### config.mk
export PLATFORM = sky130hd
export DESIGN_NAME = issue_ctrl_top
export DESIGN_NICKNAME = d
export VERILOG_FILES = /design/src/common/params_pkg.sv /design/src/common/pipe_pkg.sv /design/src/hazard/hazard_unit.sv /design/src/verilog/issue_ctrl_top.sv /design/src/verilog/mem_unit_fsm.sv /design/src/verilog/mul_tracker.sv /design/src/verilog/rob_counter.sv /design/src/verilog/wb_arbiter.sv
export VERILOG_INCLUDE_DIRS = /design/src /design/src/common
export SDC_FILE = /design/constraint.sdc
export NUM_CORES = 1
export LEC_CHECK = 0
export BUFFER_PORTS_ARGS = -buffer_cell sky130_fd_sc_hd__buf_2
export CORE_ASPECT_RATIO = 1.5
export CORE_UTILIZATION = 50
export CTS_CLUSTER_SIZE = 40
export DETAILED_ROUTE_END_ITERATION = 6
export GPL_ROUTABILITY_DRIVEN = 0
export PLACE_DENSITY = 0.73
export SYNTH_ARGS = -nofsm -noshare
export SYNTH_HDL_FRONTEND = slang
export SYNTH_SLANG_ARGS = --single-unit
### constraint.sdc
create_clock -name clk_i -period 3.7 [get_ports clk_i]
set_input_delay 0 -clock clk_i [delete_from_list [all_inputs] [get_ports clk_i]]
set_output_delay 0 -clock clk_i [all_outputs]
set_load 0.01 [all_outputs]
### src/common/core_defs.svh
`ifndef CORE_DEFS_SVH
`define CORE_DEFS_SVH

// Architectural register index width
`define REGISTER_WIDTH 5

// Multiplier pipeline depth, ex1 to ex5
`define MUL_STAGES 5

`define ROB_DEPTH 8

// Busy cycles for one load or store
`define MEM_LATENCY 3

`endif

### src/common/params_pkg.sv
`include "core_defs.svh"

package params_pkg;

  // Instruction class as seen by decode
  typedef enum logic [2:0] {
    kind_alu    = 3'd0,
    kind_mul    = 3'd1,
    kind_load   = 3'd2,
    kind_store  = 3'd3,
    kind_branch = 3'd4,
    kind_jump   = 3'd5
  } instr_kind_e;

  typedef struct packed {
    logic [`REGISTER_WIDTH-1:0] rs1;
    logic [`REGISTER_WIDTH-1:0] rs2;
    logic                       rs1_needed;
    logic                       rs2_needed;
    logic                       is_mul;
  } hazard_ctrl_t;

  typedef struct packed {
    logic                       valid;
    instr_kind_e                kind;
    logic [`REGISTER_WIDTH-1:0] rd;
    logic                       rd_wr_en;
    hazard_ctrl_t               hazard;
  } dec_instr_t;

endpackage : params_pkg

### src/common/pipe_pkg.sv
`include "core_defs.svh"

package pipe_pkg;

  typedef struct packed {
    logic                       valid;
    logic                       instr_finishes;
    logic                       branch_taken;
    logic                       is_jump;
    logic [`REGISTER_WIDTH-1:0] wr_reg;
  } alu_status_t;

  typedef enum logic [1:0] {
    mem_idle = 2'd0,
    mem_busy = 2'd1,
    mem_done = 2'd2
  } mem_state_e;

  typedef struct packed {
    logic                       valid;
    logic                       busy;
    logic                       reg_wr_en;
    logic [`REGISTER_WIDTH-1:0] wr_reg;
  } mem_status_t;

  // One multiplier stage
  typedef struct packed {
    logic                       valid;
    logic [`REGISTER_WIDTH-1:0] wr_reg;
  } ex_slot_t;

  typedef enum logic [1:0] {
    wb_none = 2'd0,
    wb_mem  = 2'd1,
    wb_mul  = 2'd2,
    wb_alu  = 2'd3
  } wb_src_e;

  typedef struct packed {
    logic                       valid;
    wb_src_e                    src;
    logic [`REGISTER_WIDTH-1:0] wr_reg;
  } wb_t;

  typedef struct packed {
    logic flush;
    logic stall_fetch;
    logic stall_decode;
    logic stall_alu;
    logic stall_ex;
    logic stall_mem;
    logic alu_bubble;
    logic ex_bubble;
  } stall_vec_t;

endpackage : pipe_pkg

### src/hazard/hazard_unit.sv
`timescale 1ns/1ns
`include "core_defs.svh"

module hazard_unit
  import params_pkg::*;
  import pipe_pkg::*;
(
  input  logic                           rob_is_full_i,
  input  logic                           dec_valid_i,
  input  var hazard_ctrl_t               hazard_signals_i,
  input  var alu_status_t                alu_status_i,
  input  var mem_status_t                mem_status_i,
  input  var ex_slot_t [`MUL_STAGES-1:0] ex_slots_i,
  input  logic                           ex_allowed_wb_i,
  input  logic                           alu_allowed_wb_i,
  output stall_vec_t                     stall_o
);

  logic rs1_live;
  logic rs2_live;
  logic ex_full;
  logic ex_raw;
  logic mem_writing;
  logic mem_raw;
  logic stall_ex;
  logic stall_alu;
  logic ex_backpressure;
  logic alu_backpressure;
  logic stall_decode;

  // x0 never creates a dependency
  assign rs1_live = dec_valid_i && hazard_signals_i.rs1_needed && (hazard_signals_i.rs1 != '0);
  assign rs2_live = dec_valid_i && hazard_signals_i.rs2_needed && (hazard_signals_i.rs2 != '0);

  // ~~~~~~~~~~~~~~~~~~~~~~~~~~~~~~~~~~~~~~~~~~~~~~~~~~~~~~~~~~
  // RAW detection
  // ~~~~~~~~~~~~~~~~~~~~~~~~~~~~~~~~~~~~~~~~~~~~~~~~~~~~~~~~~~

  // ex5 is left out of the match, its result is on the write-back port
  always_comb begin : ex_scan
    ex_full = 1'b1;
    ex_raw  = 1'b0;
    for (int i = 0; i < `MUL_STAGES; i++) begin
      ex_full = ex_full && ex_slots_i[i].valid;
      if ((i < `MUL_STAGES - 1) && ex_slots_i[i].valid) begin
        if ((rs1_live && (ex_slots_i[i].wr_reg == hazard_signals_i.rs1)) ||
            (rs2_live && (ex_slots_i[i].wr_reg == hazard_signals_i.rs2))) begin
          ex_raw = 1'b1;
        end
      end
    end
  end

  assign mem_writing = mem_status_i.valid && mem_status_i.busy && mem_status_i.reg_wr_en;

  assign mem_raw = mem_writing &&
                   ((rs1_live && (mem_status_i.wr_reg == hazard_signals_i.rs1)) ||
                    (rs2_live && (mem_status_i.wr_reg == hazard_signals_i.rs2)));

  // ~~~~~~~~~~~~~~~~~~~~~~~~~~~~~~~~~~~~~~~~~~~~~~~~~~~~~~~~~~
  // Back-pressure
  // ~~~~~~~~~~~~~~~~~~~~~~~~~~~~~~~~~~~~~~~~~~~~~~~~~~~~~~~~~~

  assign stall_ex = ex_full && !ex_allowed_wb_i;

  // Lost the port, or waiting behind a busy memory access
  assign stall_alu = alu_status_i.valid &&
                     ((alu_status_i.instr_finishes && !alu_allowed_wb_i) ||
                      (!alu_status_i.instr_finishes && mem_status_i.busy));

  assign ex_backpressure  = hazard_signals_i.is_mul && stall_ex;
  assign alu_backpressure = !hazard_signals_i.is_mul && stall_alu;

  assign stall_decode = rob_is_full_i    ||
                        ex_backpressure  ||
                        alu_backpressure ||
                        ex_raw           ||
                        mem_raw;

  always_comb begin : pack_out
    stall_o.flush        = alu_status_i.branch_taken || alu_status_i.is_jump;
    stall_o.stall_fetch  = stall_decode;
    stall_o.stall_decode = stall_decode;
    stall_o.stall_alu    = stall_alu;
    stall_o.stall_ex     = stall_ex;
    stall_o.stall_mem    = mem_status_i.busy;
    // A stalled unit keeps its own contents, no bubble
    stall_o.alu_bubble   = stall_decode && !alu_backpressure;
    stall_o.ex_bubble    = stall_decode && !ex_backpressure;
  end

endmodule : hazard_unit

### src/verilog/issue_ctrl_top.sv
`timescale 1ns/1ns
`include "core_defs.svh"

module issue_ctrl_top
  import params_pkg::*;
  import pipe_pkg::*;
(
  input  logic            clk_i,
  input  logic            arst_n_i,
  input  var dec_instr_t  dec_instr_i,
  input  var alu_status_t alu_status_i,
  input  logic            retire_i,
  output stall_vec_t      stall_o,
  output wb_t             wb_o
);

  ex_slot_t [`MUL_STAGES-1:0] ex_slots;
  mem_status_t                mem_status;
  logic                       rob_full;
  logic                       ex_allowed_wb;
  logic                       alu_allowed_wb;
  logic                       issue;

  // Single issue condition shared by all tracking blocks
  assign issue = dec_instr_i.valid && !stall_o.stall_decode;

  // ~~~~~~~~~~~~~~~~~~~~~~~~~~~~~~~~~~~~~~~~~~~~~~~~~~~~~~~~~~
  // Unit trackers
  // ~~~~~~~~~~~~~~~~~~~~~~~~~~~~~~~~~~~~~~~~~~~~~~~~~~~~~~~~~~

  mul_tracker u_mul_tracker (
    .clk_i           (clk_i),
    .arst_n_i        (arst_n_i),
    .issue_i         (issue),
    .dec_instr_i     (dec_instr_i),
    .ex_allowed_wb_i (ex_allowed_wb),
    .ex_slots_o      (ex_slots)
  );

  mem_unit_fsm u_mem_unit_fsm (
    .clk_i        (clk_i),
    .arst_n_i     (arst_n_i),
    .issue_i      (issue),
    .dec_instr_i  (dec_instr_i),
    .mem_status_o (mem_status)
  );

  rob_counter u_rob_counter (
    .clk_i      (clk_i),
    .arst_n_i   (arst_n_i),
    .issue_i    (issue),
    .retire_i   (retire_i),
    .rob_full_o (rob_full)
  );

  // ~~~~~~~~~~~~~~~~~~~~~~~~~~~~~~~~~~~~~~~~~~~~~~~~~~~~~~~~~~
  // Arbitration and hazards
  // ~~~~~~~~~~~~~~~~~~~~~~~~~~~~~~~~~~~~~~~~~~~~~~~~~~~~~~~~~~

  wb_arbiter u_wb_arbiter (
    .mem_status_i     (mem_status),
    .ex5_slot_i       (ex_slots[`MUL_STAGES-1]),
    .alu_status_i     (alu_status_i),
    .ex_allowed_wb_o  (ex_allowed_wb),
    .alu_allowed_wb_o (alu_allowed_wb),
    .wb_o             (wb_o)
  );

  hazard_unit u_hazard_unit (
    .rob_is_full_i    (rob_full),
    .dec_valid_i      (dec_instr_i.valid),
    .hazard_signals_i (dec_instr_i.hazard),
    .alu_status_i     (alu_status_i),
    .mem_status_i     (mem_status),
    .ex_slots_i       (ex_slots),
    .ex_allowed_wb_i  (ex_allowed_wb),
    .alu_allowed_wb_i (alu_allowed_wb),
    .stall_o          (stall_o)
  );

endmodule : issue_ctrl_top

### src/verilog/mem_unit_fsm.sv
`timescale 1ns/1ns
`include "core_defs.svh"

module mem_unit_fsm
  import params_pkg::*;
  import pipe_pkg::*;
(
  input  logic           clk_i,
  input  logic           arst_n_i,
  input  logic           issue_i,
  input  var dec_instr_t dec_instr_i,
  output mem_status_t    mem_status_o
);

  localparam int CNT_W = $clog2(`MEM_LATENCY + 1);

  mem_state_e                 state_q;
  mem_state_e                 state_d;
  logic [CNT_W-1:0]           cnt_q;
  logic                       wr_en_q;
  logic [`REGISTER_WIDTH-1:0] rd_q;
  logic                       is_mem_op;
  logic                       accept;

  assign is_mem_op = issue_i &&
                     ((dec_instr_i.kind == kind_load) || (dec_instr_i.kind == kind_store));

  // A new access can start from idle or straight out of done
  assign accept = is_mem_op && (state_q != mem_busy);

  always_comb begin : next_state
    state_d = state_q;
    case (state_q)
      mem_idle: if (accept) state_d = mem_busy;
      mem_busy: if (cnt_q == CNT_W'(1)) state_d = mem_done;
      mem_done: state_d = accept ? mem_busy : mem_idle;
      default:  state_d = mem_idle;
    endcase
  end

  always_ff @(posedge clk_i or negedge arst_n_i) begin
    if (!arst_n_i) begin
      state_q <= mem_idle;
      cnt_q   <= '0;
      wr_en_q <= 1'b0;
    end else begin
      state_q <= state_d;
      if (accept) begin
        cnt_q   <= CNT_W'(`MEM_LATENCY);
        wr_en_q <= (dec_instr_i.kind == kind_load) && dec_instr_i.rd_wr_en;
      end else if (state_q == mem_busy) begin
        cnt_q <= cnt_q - 1'b1;
      end
    end
  end

  always_ff @(posedge clk_i) begin
    if (accept) begin
      rd_q <= dec_instr_i.rd;
    end
  end

  assign mem_status_o.valid     = (state_q != mem_idle);
  assign mem_status_o.busy      = (state_q == mem_busy);
  assign mem_status_o.reg_wr_en = wr_en_q;
  assign mem_status_o.wr_reg    = rd_q;

endmodule : mem_unit_fsm

### src/verilog/mul_tracker.sv
`timescale 1ns/1ns
`include "core_defs.svh"

module mul_tracker
  import params_pkg::*;
  import pipe_pkg::*;
(
  input  logic                       clk_i,
  input  logic                       arst_n_i,
  input  logic                       issue_i,
  input  var dec_instr_t             dec_instr_i,
  input  logic                       ex_allowed_wb_i,
  output ex_slot_t [`MUL_STAGES-1:0] ex_slots_o
);

  ex_slot_t [`MUL_STAGES-1:0] slots_q;
  ex_slot_t                   incoming;
  logic [`MUL_STAGES-1:0]     advance;
  logic                       accept;

  assign incoming.valid  = issue_i && (dec_instr_i.kind == kind_mul);
  assign incoming.wr_reg = dec_instr_i.rd;

  // advance[i]: slot i hands its entry on, ex5 only when granted
  always_comb begin : advance_chain
    advance[`MUL_STAGES-1] = ex_allowed_wb_i;
    for (int i = `MUL_STAGES - 2; i >= 0; i--) begin
      advance[i] = !slots_q[i+1].valid || advance[i+1];
    end
  end

  assign accept = !slots_q[0].valid || advance[0];

  always_ff @(posedge clk_i or negedge arst_n_i) begin
    if (!arst_n_i) begin
      slots_q <= '0;
    end else begin
      if (accept) begin
        slots_q[0] <= incoming;
      end
      for (int i = 1; i < `MUL_STAGES; i++) begin
        if (advance[i-1]) begin
          slots_q[i] <= slots_q[i-1];
        end
      end
    end
  end

  assign ex_slots_o = slots_q;

endmodule : mul_tracker

### src/verilog/rob_counter.sv
`timescale 1ns/1ns
`include "core_defs.svh"

module rob_counter (
  input  logic clk_i,
  input  logic arst_n_i,
  input  logic issue_i,
  input  logic retire_i,
  output logic rob_full_o
);

  localparam int CNT_W = $clog2(`ROB_DEPTH + 1);

  logic [CNT_W-1:0] count_q;

  // Issue and retire together leave the count as is
  always_ff @(posedge clk_i or negedge arst_n_i) begin
    if (!arst_n_i) begin
      count_q <= '0;
    end else begin
      case ({issue_i, retire_i})
        2'b10:   count_q <= count_q + 1'b1;
        2'b01:   if (count_q != '0) count_q <= count_q - 1'b1;
        default: count_q <= count_q;
      endcase
    end
  end

  assign rob_full_o = (count_q == CNT_W'(`ROB_DEPTH));

endmodule : rob_counter

### src/verilog/wb_arbiter.sv
`timescale 1ns/1ns

module wb_arbiter
  import pipe_pkg::*;
(
  input  var mem_status_t mem_status_i,
  input  var ex_slot_t    ex5_slot_i,
  input  var alu_status_t alu_status_i,
  output logic            ex_allowed_wb_o,
  output logic            alu_allowed_wb_o,
  output wb_t             wb_o
);

  logic mem_req;
  logic ex_req;
  logic alu_req;

  // Memory requests only in done, with a load that writes
  assign mem_req = mem_status_i.valid && !mem_status_i.busy && mem_status_i.reg_wr_en;
  assign ex_req  = ex5_slot_i.valid;
  assign alu_req = alu_status_i.valid && alu_status_i.instr_finishes;

  // Fixed priority mem > mul > alu
  assign ex_allowed_wb_o  = ex_req && !mem_req;
  assign alu_allowed_wb_o = !mem_req && !ex_req;

  always_comb begin : wb_mux
    wb_o        = '0;
    wb_o.src    = wb_none;
    if (mem_req) begin
      wb_o.valid  = 1'b1;
      wb_o.src    = wb_mem;
      wb_o.wr_reg = mem_status_i.wr_reg;
    end else if (ex_req) begin
      wb_o.valid  = 1'b1;
      wb_o.src    = wb_mul;
      wb_o.wr_reg = ex5_slot_i.wr_reg;
    end else if (alu_req) begin
      wb_o.valid  = 1'b1;
      wb_o.src    = wb_alu;
      wb_o.wr_reg = alu_status_i.wr_reg;
    end
  end

endmodule : wb_arbiter
## Word level (Yosys, flattened, before mapping)

Index checks and enable logic that the tools add are counted.
W data, S select, Z words.

- Register bits after elaboration: 44
- Bits in latches: 0
- RAM bits: 0
- ROM bits: 0
- Input port bits: 35
- Output and inout bits: 16
- Word-level logic and storage cells: 139
- Memories: 0

- Add/subtract/negate cells: 3
- $mul: 0
- Divide/modulo/power cells: 0
- Magnitude comparators: 0
- Eq/ne operators: 23
- Shifts and indexed selects: 0
- Mux-type cells: 19
- Bitwise operators: 0
- Reduce and logical (&&, ||, !) cells: 79

Operators with widths:

| cell | count |
|---|---|
| $eq A5 B5 Y1 | 10 |
| $logic_and A1 B1 Y1 | 39 |
| $mux W8 | 3 |
| $logic_or A1 B1 Y1 | 17 |
| $logic_not A1 Y1 | 14 |
| $reduce_bool A5 Y1 | 2 |
| $mux W1 | 9 |
| $mux W2 | 4 |
| $pmux W4 S2 | 1 |
| $eq A2 B1 Y1 const B | 3 |
| $eq A3 B2 Y1 const B | 2 |
| $ne A2 B1 Y1 const B | 3 |
| $pmux W2 S3 | 1 |
| $reduce_bool A2 Y1 | 3 |
| $add A4 B1 Y4 const B | 1 |
| $eq A2 B2 Y1 const B | 2 |
| $eq A4 B4 Y1 const B | 1 |
| $mux W4 | 1 |
| $reduce_and A2 Y1 | 2 |
| $reduce_bool A4 Y1 | 1 |
| $sub A4 B1 Y4 const B | 1 |
| $eq A3 B1 Y1 const B | 1 |
| $logic_not A2 Y1 | 1 |
| $ne A2 B2 Y1 const B | 1 |
| $sub A2 B1 Y2 const B | 1 |

## Logic depth before layout (Yosys ltp)

- Depth after elaboration: 20
- Mapped depth: 18
- Gate-level depth less buffers: 16

## Modules after synthesis

Synthesis repeated with hierarchy kept, for this count alone.

- Cells, all modules: 267
- Area total of the unflattened synthesis: 2,936.6 um^2

Modules (own cells, without submodules):

| module | instances | cells each | area each (um^2) | seq. area each (um^2) |
|---|---|---|---|---|
| mul_tracker | 1 | 68 | 1,156.1 | 750.7 |
| hazard_unit | 1 | 107 | 797.0 | 0.0 |
| mem_unit_fsm | 1 | 31 | 422.9 | 275.3 |
| rob_counter | 1 | 30 | 297.8 | 100.1 |
| wb_arbiter | 1 | 30 | 249.0 | 0.0 |
| issue_ctrl_top | 1 | 1 | 13.8 | 0.0 |

## Worst setup path before layout

Ideal clock, no wire load.

- Kind: register to register
- Start: register u_mul_tracker.slots_q (netlist bit u_mul_tracker.ex_slots_o[29])
- End: register u_rob_counter.count_q[3]
- Setup time: 79 ps
- Arrival time: 2,913 ps
- Data required time: 3,621 ps
- Slack: 707 ps
- Stages on the path, launching flop included: 18
- Path buffers: 3
- Clock period less this slack: 2,993 ps
- Path through: dfrtp_1 > buf_6 > and3_1 > buf_6 > nand4_4 > o221ai_2 > a311oi_2 > a21oi_1 > or3b_1 > buf_6 > nand2_1 > inv_1 > ha_1 > a21o_1 > a21oi_1 > and3b_1 > mux2i_1 > mux2i_1

- Longest elaborated chain between the ends: 15
- Elaborated cells between the ends (all ways): 24
- Those cells by class: eq/ne (3); mux (1); reduce/logical (20)

Ends and longest elaborated chain:

| what | line | text |
|---|---|---|
| start, declared | mul_tracker.sv:16 | `` ex_slot_t [`MUL_STAGES-1:0] slots_q; `` |
| start signal, assigned by index | mul_tracker.sv:43 | `slots_q[i] <= slots_q[i-1];` |
| $logic_not A1 Y1 | wb_arbiter.sv:25 | `assign alu_allowed_wb_o = !mem_req && !ex_req;` |
| $logic_and A1 B1 Y1 | wb_arbiter.sv:25 |  |
| $logic_not A1 Y1 | hazard_unit.sv:68 | `((alu_status_i.instr_finishes && !alu_allowed_wb_i) \|\|` |
| $logic_and A1 B1 Y1 | hazard_unit.sv:68 |  |
| $logic_or A1 B1 Y1 | hazard_unit.sv:68 |  |
| $logic_and A1 B1 Y1 | hazard_unit.sv:67 | `assign stall_alu = alu_status_i.valid &&` |
| $logic_and A1 B1 Y1 | hazard_unit.sv:72 | `assign alu_backpressure = !hazard_signals_i.is_mul && stall_alu;` |
| $logic_or A1 B1 Y1 (*) | hazard_unit.sv:75 | `ex_backpressure \|\|` |
| $logic_or A1 B1 Y1 (*) | hazard_unit.sv:76 | `alu_backpressure \|\|` |
| $logic_or A1 B1 Y1 (*) | hazard_unit.sv:77 | `ex_raw \|\|` |
| $logic_not A1 Y1 (*) | issue_ctrl_top.sv:25 | `assign issue = dec_instr_i.valid && !stall_o.stall_decode;` |
| $logic_and A1 B1 Y1 (*) | issue_ctrl_top.sv:25 |  |
| $eq A2 B1 Y1 or $eq A2 B2 Y1 (tied branches) | rob_counter.sv:21 | `case ({issue_i, retire_i})` |
| $ne A2 B1 Y1 (no line) or $reduce_bool A2 Y1 (tied branches) | - |  |
| $reduce_and A2 Y1 (no line) | - |  |
| end signal, assigned | rob_counter.sv:22 | `2'b10: count_q <= count_q + 1'b1;` |
| end signal, assigned | rob_counter.sv:23 | `2'b01: if (count_q != '0) count_q <= count_q - 1'b1;` |
| end signal, assigned | rob_counter.sv:24 | `default: count_q <= count_q;` |
| end, declared | rob_counter.sv:14 | `logic [CNT_W-1:0] count_q;` |

Mark *: on every way between the ends. The rest lies on a longest branch, timed or not.
A chain may end at the register's enable or synchronous reset.

## Worst setup path after layout

Same ends and word-level chain as after synthesis.

==> metrics.log <==
INFO  metric fin_crit = 3180 ps
INFO  metric hp-start = dec_instr_i[21]
INFO  metric grt_first_pass_wirelength = 10,200 µm
INFO  metric antenna_violations_before_repair = 0
INFO  metric top_level_ports = 51
INFO  metric postCtsSetupRepairBufs = 0
INFO  metric post_synth_edffs = 5
INFO  metric initial_utilization = 52.9%
INFO  metric h_tree_levels = 2
INFO  metric critPathTopFamily = simple AND/OR/NAND/NOR gates
INFO  metric dr.first_iter.drc_count = 91
INFO  metric final_layout_size_suffix_gt1_share = 31.0%
INFO  metric detail-route-antenna-nets = 0
INFO  metric clock-sinks = 44
INFO  metric period_share = 85.9%
INFO  metric timing.final.setup_violations = 0
INFO  metric rows = 32
INFO  metric worst-endpoint-arrival = 3400 ps
INFO  metric clk-insertion-delay-late = 290 ps
INFO  metric min_delay_worst_endpoint = u_mem_unit_fsm.cnt_q[0]
INFO  metric synth.lib_cells_used.distinct = 43
INFO  metric mappedNetlistNets = 298
INFO  metric r2r-end = u_rob_counter.count_q[3]
INFO  metric port_buffers = 50
INFO  metric power_per_cell_area = 417 nW/µm²
INFO  metric area_delta_synth_final = 14.3%
INFO  metric power.static_leakage = 1.46 nW
INFO  metric peakVddDrop = 0.304 mV
INFO  metric clock_skew = 5.35 ps
INFO  metric drt_wl_total = 6110 µm
INFO  metric rr_startpoint = u_mul_tracker.ex_slots_o[29]
INFO  metric synthMostInstantiatedCell = dfrtp_1
INFO  metric finalHoldViolations = 0
INFO  metric floorplan.die_area = 5810 µm²
INFO  metric dp_hpwl = 4590 µm
INFO  metric synth_top_cells_by_area = dfrtp_1 (35%), xor2_1 (11%), mux2_2 (11%), edfxtp_1 (5.5%), xnor2_1 (5.4%)
INFO  metric dpl-instance-area = 2970 µm²
INFO  metric r2r_slack = 520 ps
INFO  metric clockRootBuffer = clkbuf_8
INFO  metric synth.top_cells.by_count = dfrtp_1 (39), xor2_1 (35), mux2_2 (27)
INFO  metric count_of_synthesis_stage_warnings_from_yosys = 0
INFO  metric cts_made_buffers = 5
INFO  metric synth_sequential_area_ratio = 40.9%
INFO  metric antenna_cells_inserted = 0
INFO  metric postSynthAreaPerCell = 10.6 µm²
INFO  metric worstHoldPathCells = 3
INFO  metric tritoncts = yes
INFO  metric path_clk_slew = 80 ps
INFO  metric crit_path_start_kind = flop
INFO  metric grt_start_max_net_pins = 40
INFO  metric netlist.area_leader.share = 35.4%
INFO  metric asyncSetResetFlopFracSynth = 88.6%
INFO  metric cp.required = 3920 ps
INFO  metric via_count_of_the_first_global_routing_pass = 2,060
INFO  metric critical_path.endpoint_type = flop
INFO  metric critical_path.max_fanout = 10
INFO  metric number_of_maximum_capacitance_violations = 0
INFO  metric global_route.usage.total = 23.0%
INFO  metric wire_per_inst = 16.3 µm
INFO  metric fp.dieH = 92.9 µm
INFO  metric cp_slowest_stage_delay = 470 ps
INFO  metric rsz_0062_raised_after_global_routing = false
INFO  metric synth.ff_latch_count = 44
INFO  metric route.detailed.vias_per_inst = 5.51
INFO  metric grt.overflow.total = 0
INFO  metric hold_class = input port to flop
INFO  metric stdcell_area = 3150 µm²
INFO  metric crit_path_top_delay_cell = dfrtp_1
INFO  metric timing.critical_path.cells = and3_1, nand4_4, o221ai_2, a311oi_2, a21oi_1, or3b_1, nand2_1, inv_1, ha_1, a21o_1, a21oi_1, and3b_1, mux2i_1, mux2i_1
INFO  metric path_class = flop to flop
INFO  metric instance_count_of_the_mapped_netlist = 259
INFO  metric timing_worst_slew_pin_value = 891 ps
INFO  metric design.final.nets = 344
INFO  metric die_w = 62.6 µm
INFO  metric route.detailed.drc = 0
INFO  metric outcome = completed
INFO  metric r2r_cells = 14
INFO  metric fmaxAchievable = 314 MHz
INFO  metric fp.coreArea = 5200 µm²
INFO  metric max-clock-path-buffers = 2
INFO  metric synth_top_flop_cell = dfrtp_1
INFO  metric slew_violations = 0
INFO  metric setup-tns-final = 0 ps
INFO  metric syn_area = 2750 µm²
INFO  metric maxSlewHeadroom = 40.6%
INFO  metric firstDrtPassIters = 4
INFO  metric worst-path-buf-inv = 1
INFO  metric route.vias.total = 2,062
INFO  metric synth_largest_area_cell = dfrtp_1
[state kept, by name (all words and copies together) (netlist names)]
signal                    cells
u_mem_unit_fsm.rd_q           5
u_mem_unit_fsm.cnt_q          2
u_mem_unit_fsm.state_q        2
u_mul_tracker.ex_slots_o     30
u_rob_counter.count_q         4
u_mem_unit_fsm.wr_en_q        1
[power by group]
group          switching, W  internal, W
clock network      0.000155     0.000170
registers         0.0000630     0.000551
logic              0.000196     0.000177
[kinds of logic after synthesis]
logic type	count (synthesis)	share of synthesized area, %
xor+xnor	52	16.5
mux	31	12.5
buf+inv	32	6.36
fa+ha+maj	4	2.09
compound gates	27	7.81
simple gates	69	13.8
flops	44	40.9
[repair_timing]
item                                   4_1_cts  5_1_grt
endpoints found under the hold margin       50        0
gates resized for setup                      0        0
hold buffers                                 8        0
[area by class of cell]
| class | count | area (µm²) |
|---|---|---|
| fill | 465 | 2060 |
| multi-input combinational | 183 | 1450 |
| sequential | 44 | 1130 |
| timing repair buffer | 59 | 338 |
| clock buffer | 8 | 100 |
| tap | 68 | 85.1 |
| inverter | 12 | 45.0 |
[worst max-delay path by stage]
stage | startpoint | end | slack (ps) | cells past startpoint
final | u_mul_tracker.ex_slots_o[29] | u_rob_counter.count_q[3] | 520 | 14
after global routing | u_mul_tracker.ex_slots_o[29] | u_rob_counter.count_q[3] | 260 | 14
after CTS | u_mul_tracker.ex_slots_o[29] | u_rob_counter.count_q[3] | 520 | 14
after detailed placement | u_mul_tracker.ex_slots_o[29] | u_rob_counter.count_q[3] | 540 | 14
after global placement | u_mul_tracker.ex_slots_o[29] | u_rob_counter.count_q[3] | 640 | 14
after floorplan | u_mul_tracker.ex_slots_o[29] | u_rob_counter.count_q[3] | 710 | 17
[per-layer routing]
layer / GRT usage (%) / wire [µm] / up-vias
met5: 0 / 0 / -
met4: 11.0 / 157 / 0
met3: 3.33 / 202 / 15
met2: 41.2 / 3190 / 60
met1: 26.5 / 2560 / 1004
li1: - / - / 983
[worst reg2reg max path, delay by kind of cell, from the launching register on]
family / cells / cell delay (ps)
AOI/OAI and AO/OA: 5 / 850
adders and majority gates: 1 / 280
buffers and inverters: 1 / 70
DFF: 1 / 470
muxes: 2 / 190
and+or+nand+nor: 5 / 1250
[stage by stage]
| stage | worst slack, ps | power (W) | hold slack [ps] | utilization [%] | cells |
|---|---|---|---|---|---|
| finish | 520 | 0.00131 | 36.5 | 60.5 | 374 |
| global route | 263 | 0.00140 | 70.0 | 60.5 | 374 |
| CTS | 521 | 0.00133 | 33.1 | 60.5 | 374 |
| detailed placement | 543 | 0.000991 | 172 | 57.0 | 358 |
| global placement | 641 | 0.000979 | 160 | 57.0 | 358 |
| floorplan | 707 | 0.000895 | -296 | - | 259 |
[cell usage in the layout, fill, tap and decap left out, types with 3 or more instances in the layout]
master | Yosys | layout
buf_2 | 10 | 50
dfrtp_1 | 39 | 39
xor2_1 | 35 | 35
mux2_2 | 27 | 27
nor2_1 | 18 | 18
xnor2_1 | 17 | 17
inv_1 | 12 | 12
nand2_1 | 12 | 12
nor4_1 | 8 | 8
dlygate4sd3_1 | 0 | 8
clkbuf_8 | 0 | 7
a21oi_1 | 6 | 6
a31oi_1 | 5 | 5
a221oi_1 | 5 | 5
edfxtp_1 | 5 | 5
nand3_1 | 4 | 4
and3_1 | 4 | 4
mux2i_1 | 4 | 4
nor3_1 | 3 | 3
and2_1 | 3 | 3
nand2b_1 | 3 | 3
or2_2 | 3 | 3
o22ai_1 | 3 | 3
ha_1 | 3 | 3
Power figures use the tool's default switching activity.
